<file path="config.mk">
export PLATFORM = sky130hd
export DESIGN_NAME = rca_wrapper
export DESIGN_NICKNAME = d
export VERILOG_FILES = /design/src/hw/rca_cpu_pkg.sv /design/src/hw/rca_config_pkg.sv /design/src/hw/rca_wrapper.sv /design/src/hw/rca_result_collector.sv /design/src/hw/rca_tile.sv /design/src/hw/rca_operand_router.sv /design/src/hw/rca_config_regs.sv
export SDC_FILE = /design/constraint.sdc
export NUM_CORES = 2
export LEC_CHECK = 0
export BUFFER_PORTS_ARGS = -buffer_cell sky130_fd_sc_hd__buf_4
export CORE_ASPECT_RATIO = 1.25
export CORE_MARGIN = 5
export CORE_UTILIZATION = 27
export DETAILED_ROUTE_END_ITERATION = 16
export PLACE_DENSITY = 0.47
export REMOVE_ABC_BUFFERS = 1
export SLEW_MARGIN = 30
export SYNTH_ARGS = -nofsm -noshare
export SYNTH_HDL_FRONTEND = slang
export SYNTH_SLANG_ARGS = --single-unit
export TNS_END_PERCENT = 5
</file>
<file path="constraint.sdc">
create_clock -name clk -period 20.4 [get_ports clk]
set_clock_uncertainty 0.2 [all_clocks]
set_input_delay 4.08 -clock clk [delete_from_list [all_inputs] [get_ports clk]]
set_output_delay 4.08 -clock clk [all_outputs]
set_load 0.02 [all_outputs]
</file>
<file path="src/hw/rca_cpu_pkg.sv">
package rca_cpu_pkg;

    // ########################################
    // core-facing widths.
    // ########################################

    localparam int xlen = 32;
    localparam int id_width = 4;
    localparam int num_srcs = 5;

    // ########################################
    // issue and writeback bundles.
    // ########################################

    // rs1 sits in the upper bits.
    typedef struct packed {
        logic [xlen-1:0] rs1;
        logic [xlen-1:0] rs2;
        logic [xlen-1:0] rs3;
        logic [xlen-1:0] rs4;
        logic [xlen-1:0] rs5;
    } rca_operands_t;

    typedef struct packed {
        logic                new_request;
        logic [id_width-1:0] id;
        rca_operands_t       operands;
    } rca_issue_t;

    typedef struct packed {
        logic [xlen-1:0] rd1;
        logic [xlen-1:0] rd2;
        logic [xlen-1:0] rd3;
        logic [xlen-1:0] rd4;
        logic [xlen-1:0] rd5;
    } rca_results_t;

    // one queue entry, returned with done.
    typedef struct packed {
        logic [id_width-1:0] id;
        rca_results_t        results;
    } rca_wb_t;

endpackage
</file>
<file path="src/hw/rca_config_pkg.sv">
package rca_config_pkg;

    // upper bound on the tile row.
    localparam int max_tiles = 8;

    // ########################################
    // tile operations and operand sources.
    // ########################################

    typedef enum logic [2:0] {
        op_add,
        op_sub,
        op_and,
        op_or,
        op_xor,
        op_sll,
        op_srl,
        op_pass_a
    } tile_op_t;

    typedef logic [2:0] src_sel_t;

    localparam src_sel_t src_rs1 = 3'd0;
    localparam src_sel_t src_rs2 = 3'd1;
    localparam src_sel_t src_rs3 = 3'd2;
    localparam src_sel_t src_rs4 = 3'd3;
    localparam src_sel_t src_rs5 = 3'd4;
    // previous tile output, zero for tile 0.
    localparam src_sel_t src_prev = 3'd5;

    typedef logic [2:0] tile_idx_t;

    // ########################################
    // configuration writes and image.
    // ########################################

    typedef enum logic [1:0] {
        cfg_tile_op,
        cfg_tile_src_a,
        cfg_tile_src_b,
        cfg_result_map
    } cfg_target_t;

    typedef struct packed {
        logic        write;
        cfg_target_t target;
        logic [3:0]  index;
        logic [3:0]  value;
    } rca_cfg_write_t;

    typedef struct packed {
        tile_op_t op;
        src_sel_t src_a;
        src_sel_t src_b;
    } tile_cfg_t;

    typedef struct packed {
        tile_cfg_t [max_tiles-1:0]             tiles;
        tile_idx_t [rca_cpu_pkg::num_srcs-1:0] result_map;
    } rca_config_t;

    localparam tile_cfg_t tile_cfg_reset = '{op: op_add, src_a: src_rs1, src_b: src_rs2};

endpackage

</file>
<file path="src/hw/rca_wrapper.sv">
`timescale 1ns/1ps

module rca_wrapper #(
    parameter int num_tiles = 4
) (
    input  logic                           clk,
    input  logic                           rst_n,
    input  rca_config_pkg::rca_cfg_write_t cfg,
    input  logic                           lock,
    input  logic                           unlock,
    output logic                           config_locked,
    input  rca_cpu_pkg::rca_issue_t        issue,
    output logic                           ready,
    output logic                           done,
    output rca_cpu_pkg::rca_wb_t           wb,
    input  logic                           ack
);

    import rca_cpu_pkg::*;
    import rca_config_pkg::*;

    rca_config_t                        config_img;
    logic                               new_request;
    logic                               accept;
    logic [num_tiles-1:0][xlen-1:0]     op_a;
    logic [num_tiles-1:0][xlen-1:0]     op_b;
    logic [num_tiles-1:0][xlen-1:0]     tile_out;
    logic                               rtr_valid;
    logic [id_width-1:0]                rtr_id;

    assign new_request = issue.new_request;

    rca_config_regs #(
        .num_tiles(num_tiles)
    ) i_config_regs (
        .clk,
        .rst_n,
        .cfg,
        .lock,
        .unlock,
        .config_img,
        .config_locked
    );

    rca_operand_router #(
        .num_tiles(num_tiles)
    ) i_router (
        .clk,
        .rst_n,
        .issue,
        .accept,
        .config_img,
        .tile_out,
        .op_a,
        .op_b,
        .valid(rtr_valid),
        .id(rtr_id)
    );

    // ########################################
    // tile row.
    // ########################################

    for (genvar t = 0; t < num_tiles; t++) begin : g_tile
        rca_tile i_tile (
            .op(config_img.tiles[t].op),
            .a(op_a[t]),
            .b(op_b[t]),
            .result(tile_out[t])
        );
    end

    rca_result_collector #(
        .num_tiles(num_tiles)
    ) i_collector (
        .clk,
        .rst_n,
        .tile_out,
        .valid(rtr_valid),
        .id(rtr_id),
        .config_img,
        .config_locked,
        .new_request,
        .accept,
        .ready,
        .done,
        .wb,
        .ack
    );

endmodule

</file>
<file path="src/hw/rca_result_collector.sv">
`timescale 1ns/1ps

module rca_result_collector #(
    parameter int num_tiles = 4
) (
    input  logic                                        clk,
    input  logic                                        rst_n,
    input  logic [num_tiles-1:0][rca_cpu_pkg::xlen-1:0] tile_out,
    input  logic                                        valid,
    input  logic [rca_cpu_pkg::id_width-1:0]            id,
    input  rca_config_pkg::rca_config_t                 config_img,
    input  logic                                        config_locked,
    input  logic                                        new_request,
    output logic                                        accept,
    output logic                                        ready,
    output logic                                        done,
    output rca_cpu_pkg::rca_wb_t                        wb,
    input  logic                                        ack
);

    import rca_cpu_pkg::*;

    localparam int depth = 4;

    rca_wb_t    queue_mem [depth];
    rca_wb_t    entry;
    logic [1:0] wr_ptr;
    logic [1:0] rd_ptr;
    logic [2:0] count;
    logic [2:0] credits;
    logic       push;
    logic       pop;

    // ########################################
    // result mapping.
    // ########################################

    assign entry.id          = id;
    assign entry.results.rd1 = tile_out[config_img.result_map[0]];
    assign entry.results.rd2 = tile_out[config_img.result_map[1]];
    assign entry.results.rd3 = tile_out[config_img.result_map[2]];
    assign entry.results.rd4 = tile_out[config_img.result_map[3]];
    assign entry.results.rd5 = tile_out[config_img.result_map[4]];

    // ########################################
    // handshake.
    // ########################################

    // credits cover queued entries and requests still in the pipe.
    assign ready  = config_locked && (credits < 3'(depth));
    assign accept = new_request && ready;
    assign push   = valid;
    assign pop    = done && ack;
    assign done   = count != 3'd0;
    assign wb     = queue_mem[rd_ptr];

    always_ff @(posedge clk) begin
        if (push) begin
            queue_mem[wr_ptr] <= entry;
        end
    end

    always_ff @(posedge clk or negedge rst_n) begin
        if (!rst_n) begin
            wr_ptr  <= 2'd0;
            rd_ptr  <= 2'd0;
            count   <= 3'd0;
            credits <= 3'd0;
        end else begin
            if (push) begin
                wr_ptr <= wr_ptr + 2'd1;
            end
            if (pop) begin
                rd_ptr <= rd_ptr + 2'd1;
            end
            case ({push, pop})
                2'b10:   count <= count + 3'd1;
                2'b01:   count <= count - 3'd1;
                default: count <= count;
            endcase
            case ({accept, pop})
                2'b10:   credits <= credits + 3'd1;
                2'b01:   credits <= credits - 3'd1;
                default: credits <= credits;
            endcase
        end
    end

endmodule

</file>
<file path="src/hw/rca_tile.sv">
`timescale 1ns/1ps

module rca_tile (
    input  rca_config_pkg::tile_op_t     op,
    input  logic [rca_cpu_pkg::xlen-1:0] a,
    input  logic [rca_cpu_pkg::xlen-1:0] b,
    output logic [rca_cpu_pkg::xlen-1:0] result
);

    import rca_config_pkg::*;

    logic [4:0] shamt;

    // shift amount from low bits of b.
    assign shamt = b[4:0];

    // ########################################
    // operation select.
    // ########################################

    always_comb begin
        case (op)
            op_add: begin
                result = a + b;
            end
            op_sub: begin
                result = a - b;
            end
            op_and: begin
                result = a & b;
            end
            op_or: begin
                result = a | b;
            end
            op_xor: begin
                result = a ^ b;
            end
            op_sll: begin
                result = a << shamt;
            end
            op_srl: begin
                result = a >> shamt;
            end
            op_pass_a: begin
                result = a;
            end
            default: begin
                result = a;
            end
        endcase
    end

endmodule

</file>
<file path="src/hw/rca_operand_router.sv">
`timescale 1ns/1ps

module rca_operand_router #(
    parameter int num_tiles = 4
) (
    input  logic                                         clk,
    input  logic                                         rst_n,
    input  rca_cpu_pkg::rca_issue_t                      issue,
    input  logic                                         accept,
    input  rca_config_pkg::rca_config_t                  config_img,
    input  logic [num_tiles-1:0][rca_cpu_pkg::xlen-1:0]  tile_out,
    output logic [num_tiles-1:0][rca_cpu_pkg::xlen-1:0]  op_a,
    output logic [num_tiles-1:0][rca_cpu_pkg::xlen-1:0]  op_b,
    output logic                                         valid,
    output logic [rca_cpu_pkg::id_width-1:0]             id
);

    import rca_cpu_pkg::*;
    import rca_config_pkg::*;

    rca_operands_t operands_q;
    logic          valid_q;

    function automatic logic [xlen-1:0] pick_src(
        input rca_operands_t   ops,
        input src_sel_t        sel,
        input logic [xlen-1:0] prev
    );
        logic [xlen-1:0] word;
        case (sel)
            src_rs1:  word = ops.rs1;
            src_rs2:  word = ops.rs2;
            src_rs3:  word = ops.rs3;
            src_rs4:  word = ops.rs4;
            src_rs5:  word = ops.rs5;
            src_prev: word = prev;
            default:  word = '0;
        endcase
        return word;
    endfunction

    always_ff @(posedge clk or negedge rst_n) begin
        if (!rst_n) begin
            valid_q <= 1'b0;
        end else begin
            valid_q <= accept;
        end
    end

    always_ff @(posedge clk) begin
        if (accept) begin
            operands_q <= issue.operands;
            id         <= issue.id;
        end
    end

    assign valid = valid_q;

    // chain settles through the row within the cycle.
    for (genvar t = 0; t < num_tiles; t++) begin : g_sel
        logic [xlen-1:0] prev;
        if (t == 0) begin : g_first
            assign prev = '0;
        end else begin : g_rest
            assign prev = tile_out[t-1];
        end
        assign op_a[t] = pick_src(operands_q, config_img.tiles[t].src_a, prev);
        assign op_b[t] = pick_src(operands_q, config_img.tiles[t].src_b, prev);
    end

endmodule

</file>
<file path="src/hw/rca_config_regs.sv">
`timescale 1ns/1ps

module rca_config_regs #(
    parameter int num_tiles = 4
) (
    input  logic                          clk,
    input  logic                          rst_n,
    input  rca_config_pkg::rca_cfg_write_t cfg,
    input  logic                          lock,
    input  logic                          unlock,
    output rca_config_pkg::rca_config_t   config_img,
    output logic                          config_locked
);

    import rca_cpu_pkg::*;
    import rca_config_pkg::*;

    rca_config_t cfg_q;
    rca_config_t cfg_next;
    logic        locked_q;
    logic        wr_en;
    logic        tile_hit;
    logic        map_hit;

    // ########################################
    // write decode.
    // ########################################

    assign wr_en = cfg.write && !locked_q;

    // out of range indices are dropped.
    assign tile_hit = int'(cfg.index) < num_tiles;
    assign map_hit  = (int'(cfg.index) < num_srcs) && (int'(cfg.value) < num_tiles);

    always_comb begin
        cfg_next = cfg_q;
        if (wr_en) begin
            case (cfg.target)
                cfg_tile_op: begin
                    if (tile_hit) begin
                        cfg_next.tiles[cfg.index[2:0]].op = tile_op_t'(cfg.value[2:0]);
                    end
                end
                cfg_tile_src_a: begin
                    if (tile_hit) begin
                        cfg_next.tiles[cfg.index[2:0]].src_a = src_sel_t'(cfg.value[2:0]);
                    end
                end
                cfg_tile_src_b: begin
                    if (tile_hit) begin
                        cfg_next.tiles[cfg.index[2:0]].src_b = src_sel_t'(cfg.value[2:0]);
                    end
                end
                cfg_result_map: begin
                    if (map_hit) begin
                        cfg_next.result_map[cfg.index[2:0]] = tile_idx_t'(cfg.value[2:0]);
                    end
                end
                default: begin
                end
            endcase
        end
    end

    // ########################################
    // image and lock state.
    // ########################################

    // write sees the old lock, so it lands before a same-cycle lock.
    always_ff @(posedge clk or negedge rst_n) begin
        if (!rst_n) begin
            cfg_q.tiles      <= {max_tiles{tile_cfg_reset}};
            cfg_q.result_map <= '0;
            locked_q         <= 1'b0;
        end else begin
            cfg_q <= cfg_next;
            if (lock) begin
                locked_q <= 1'b1;
            end else if (unlock) begin
                locked_q <= 1'b0;
            end
        end
    end

    assign config_img    = cfg_q;
    assign config_locked = locked_q;

endmodule

</file>
Word level (Yosys, flattened, before mapping)
Memories as Yosys holds them, arrays and structs flattened.
Index checks and enable logic that the tools add are counted.
{"block": "totals", "ff_bits": 263, "mem_bits_rw": 656, "inputBits": 181, "output_inout_bits": 167, "mem_count": 1}
{"name": "i_collector.queue_mem", "depth": 4, "width": 164, "read_ports": 1, "rd_ports_with_merged_regs": 0, "wr": 1, "line": "rca_result_collector.sv:25", "text": "rca_wb_t queue_mem [depth];"}
{"block": "classes", "n_addsub": 14, "magnitude_cmp": 11, "n_eq_ne": 76, "shift": 8, "muxes": 44, "bitwise_logic": 12, "reduce_logical": 27}
{"cell": "$pmux 32 s6", "count": 6}
{"cell": "$pmux 32 s8", "count": 4}
{"cell": "$bmux 32 s2", "count": 5}
{"cell": "$pmux 32 s5", "count": 2}
{"cell": "$bwmux 72", "count": 3}
{"cell": "$mux 72", "count": 3}
{"cell": "$pmux 72 s3", "count": 1}
{"cell": "$mux 32", "count": 5}
{"cell": "$add 32x32->32", "count": 4}
{"cell": "$and 32x32->32", "count": 4}
{"cell": "$or 32x32->32", "count": 4}
{"cell": "$shl 32x5->32", "count": 4}
{"cell": "$shr 32x5->32", "count": 4}
{"cell": "$sub 32x32->32", "count": 4}
{"cell": "$xor 32x32->32", "count": 4}
{"cell": "$eq 3x3->1 const B", "count": 30}
{"cell": "$demux 9 s3", "count": 3}
{"cell": "$eq 3x2->1 const B", "count": 24}
{"cell": "$eq 3x1->1 const B", "count": 12}
{"cell": "$logic_not 3->1", "count": 12}
{"cell": "$lt 3x3->1 const B", "count": 6}
{"cell": "$bwmux 15", "count": 1}
{"cell": "$lt 4x3->1 const B", "count": 3}
{"cell": "$pmux 3 s2", "count": 2}
{"cell": "other kinds (20)", "count": 42}

Logic depth before layout (Yosys ltp)
{"block": "logic_depth", "ltp_word": 15, "depth_mapped": 87, "mapped_depth_nobuf": 77}

Hierarchy
Synthesis repeated with hierarchy kept, for this count alone.
{"block": "hier_totals", "cells_unflattened": 7234, "area_unflattened_um2": 80215.7}
{"mod": "rca_tile", "instances": 4, "cells_per_inst": 1038, "area_each_um2": 7778.7, "seq_area_each_um2": 0.0}
{"mod": "rca_result_collector", "instances": 1, "cells_per_inst": 1104, "area_each_um2": 28034.4, "seq_area_each_um2": 19949.1}
{"mod": "rca_operand_router", "instances": 1, "cells_per_inst": 1721, "area_each_um2": 17554.3, "seq_area_each_um2": 4949.7}
{"mod": "rca_config_regs", "instances": 1, "cells_per_inst": 257, "area_each_um2": 3512.1, "seq_area_each_um2": 2212.1}

Worst setup path after synthesis
OpenSTA, ideal clock, no wires.
{"block": "synth_timing", "path_kind": "reg2reg", "from": "register i_config_regs.cfg_q (netlist bit i_config_regs.config_img[16])", "to": "memory i_collector.queue_mem[0][124] (netlist bit) (data pin)", "setup_time_ps": 280, "arrival_ps": 16226, "t_required_ps": 19920, "path_slack_ps": 3694, "stages_incl_launch_ff": 84, "n_path_buf": 11, "period_less_slack_ps": 16706, "path_cell_list": "dfrtp_1 -> buf_6 -> buf_6 -> buf_2 -> buf_2 -> buf_2 -> buf_2 -> mux2i_1 -> nor2_1 -> or2_2 -> inv_1 -> nand4_1 -> nor3_1 -> nand3_1 -> o21ai_0 -> xnor2_1 -> ha_1 -> and3_1 -> [... 48 more ...] -> a21boi_0 -> o21ai_0 -> nand2b_1 -> a21o_1 -> a21o_1 -> a21o_1 -> a21o_1 -> a21oi_1 -> o211ai_1 -> o41ai_1 -> o21ai_0 -> a31o_2 -> a21o_1 -> a21o_1 -> xor2_1 -> a221oi_1 -> nand4_1 -> mux4_2"}
{"item": "start: declaration", "line": "rca_config_regs.sv:18", "text": "rca_config_t cfg_q;"}
{"item": "start signal: assignment", "line": "rca_config_regs.sv:76", "text": "cfg_q <= cfg_next;"}
{"item": "end: declaration", "line": "rca_result_collector.sv:25"}

==> results.md <==
- Root Buffer: clkbuf_16
- FF+latch count, synth: 878
- Synth warn: 0
- Core ar.: around 300,000 sq um
- M1 WL: 210 mm
- Die ar.: roughly 310,000 sq um
- Leak pwr: 37.7 nW
- Placed instance count: ~13k
- Rows: 225
- Initial core utilization: 27.1%
- Fin. max-slew vios: 0
- Fin. Hold Viols: 0
- CTS tree: yes
- Worst vdd ir: 91.0 uV
- Tcrit/Tclk final: between 90% and 100%
- Detailed Routing Iterations Pass 1: 8
- Clk sinks: ~880
- DR vias: 84.4k
- Tmin final: 19.78 ns
- Final Power: 12.0 mW
- DRC: 0
- Most used cell, CP: a21o_1
- Post-Place Worst Slack: -0.255 ns
- H-tree depth: 3
- I/O Pins: 348
- Clk_lat worst skew: 0.83 ns
- Outcome: complete, no violations
- Max Clock Freq: 50.5 MHz
- Share of the synthesized area in the top cell type: 30.3%
- DRT antenna net count: 0
- Crit-path slowest cell: a2111oi_4
- Most frequent cells in the layout: buf_4 (1,362), edfxtp_1 (820), nand2_1 (628), nor2_1 (621), a21oi_1 (536)
- Final core utilization: 32.5%
- Synth area leaders: edfxtp_1 (30%), mux4_2 (11%), ha_1 (6.1%), mux2i_1 (4.5%), a21oi_1 (3.3%)
- Clock-pin slew on the worst setup and hold paths: 0.06 ns
- CP max FO: 43
- Synth Instances: 8,384
- First-pass GRT wire length: between 700 and 800 mm
- Area Overhead vs Synth: 20.0%
- Avg Inst Size Synth: 9.70 sq um
- Area leader, netlist: edfxtp_1
- Total GRT Usage: roughly 36%
- Pwr per Cell Area: 123 nW/um^2
- Number of flops mapped to enable cells by yosys: 820
- RSZ-0062 raised after global routing: false
- Largest net degree at the start of global routing: 112
- Maxcap violations: 0
- Die width: approximately 500 um
- Global route overflow: 0
- # port buffers: 347
- Routed WL: about 590 mm
- Register area share after synthesis: 32.1%
- TNS Setup: 0 ns
- Initial DRC Count: between 10k and 15k
- Finished Cell Area: 97,600 sq um
- DR WL met3: 41.3 mm
- Layout cells sized above 1: 24.6%
- Hold buffers post-CTS: 0
- Element type at the critical path start: flip-flop
- Hpwl dp: approximately 470 mm
- Distinct cells, synth: 141
- CP Data Required Time: 20.74 ns
- DR vias/cell: 6.35
- GP Congestion: 1.09
- Slew margin rel.: 22.4%
- Number of global-route vias before repair: 81.2k
- WL per Instance: 44.4 um
- Setup violators final: 0
- Wire length on met2: around 270 mm
- Asr flop ratio synth: around 6.6%
- Leading cell type in the layout, fill and taps excluded: buf_4
- Crit Path Class: reg2reg
- Worst slew pin tran: roughly 1.1 ns
- Hold slack: 0.267 ns
- Nets: 9,800
- Finished Layout Cells: 13.3k
- Post-route setup slack: 0.617 ns
- Clock tree buffer depth: 3
- Worst stage delay on the critical path: between 0.5 and 0.6 ns
- Die Ht: around 620 um
- Placed Area: 94,300 sq um
- Top Metal Used: met5
- Initial antenna violation count: 40
- HP Class: reg2reg
- Worst R2R Setup Slack: slightly above 0.6 ns
- Total CTS buffers: 93
- Critical Path AT: 20.13 ns
- Post-Synthesis Cell Area: 81,400 sq um
- Crit. End Element: flip-flop
- Most common flop cell mapped by yosys: edfxtp_1
cell type report:
class / count / area [sq um]
clock inverter: 61 / 659
inverter: 348 / 1320
tap: 3972 / 4970
antenna: 32 / 80.1
multi-input combinational: 6504 / 51400
timing repair buffer: 1389 / 10700
sequential: 878 / 26100
fill: 31000 / 203000
clock buffer: 106 / 2380
registers in the layout, summed over array words and instances (netlist names), 2 cells and up:
name / flops
i_collector.credits: 3
i_config_regs.config_img: 46
i_router.operands_q: 160
i_collector.queue_mem: 656
i_collector.rd_ptr: 2
i_collector.count: 3
i_router.id: 4
i_collector.wr_ptr: 2
cell families after synthesis:
| group | count (synthesis) | share of synthesized area [%] |
|---|---|---|
| fa+ha+maj | 405 | 6.28 |
| mux | 827 | 16.6 |
| xor+xnor | 207 | 2.25 |
| simple gates | 2162 | 12.5 |
| buf+inv | 1002 | 5.59 |
| compound gates | 2903 | 24.7 |
| flops | 878 | 32.1 |
Yosys cell counts (99+ instances only):
master and instances:
a21oi_1 541, o22ai_1 200, o211ai_1 122, o21ai_0 503, edfxtp_1 820, clkbuf_1 344, nand3_1 182, mux4_2 407
nand2_1 629, inv_1 313, ha_1 399, xnor2_1 169, mux2i_1 365, buf_2 119, nor3_1 222, a211oi_1 178
nor2_1 637, a31oi_1 119, a22oi_1 132, o21a_1 99
final timing paths:
check,to,depth (start not counted),startpoint
hold / removal,i_collector.count[2]$_DFFE_PN0P_,1,i_collector.count[2]$_DFFE_PN0P_
setup reg to reg,i_collector.queue_mem[2][92]$_DFFE_PP_,77,i_config_regs.config_img[17]$_DFFE_PN0P_
hold reg to reg,i_collector.count[2]$_DFFE_PN0P_,1,i_collector.count[2]$_DFFE_PN0P_
min in group asynchronous,i_config_regs.config_img[4]$_DFFE_PN0P_,1,rst_n
max in group asynchronous,i_config_regs.config_img[16]$_DFFE_PN0P_,2,rst_n
setup / recovery,i_collector.queue_mem[2][92]$_DFFE_PP_,77,i_config_regs.config_img[17]$_DFFE_PN0P_
repair_timing:
action | in CTS | in global routing
buffers inserted | 0 | 1
pin swaps | 0 | 0
resized for setup | 2 | 9
hold endpoints to repair | 0 | 0
endpoints found under the setup margin | 20 | 140
metal layers:
layer | vias to the layer above | global-route usage [%]
met5 | - | 0
met4 | 16 | 34.6
met3 | 1500 | 6.38
met2 | 5095 | 58.2
met1 | 43100 | 40.7
li1 | 34800 | -
critical path: cells and delay by family (launching register included):
family	cells	cell delay (ns)
compound gates	39	9.88
simple gates	20	4.56
buf+inv	9	1.90
mux	1	0.52
fa+ha+maj	4	1.41
xor+xnor	4	0.61
flops	1	0.45
power breakdown:
group	internal [mW]	switching, mW
clock	0.937	0.781
combinational	2.75	4.98
sequential	2.29	0.261
total	5.98	6.02
(Power assumes the default switching activity.)
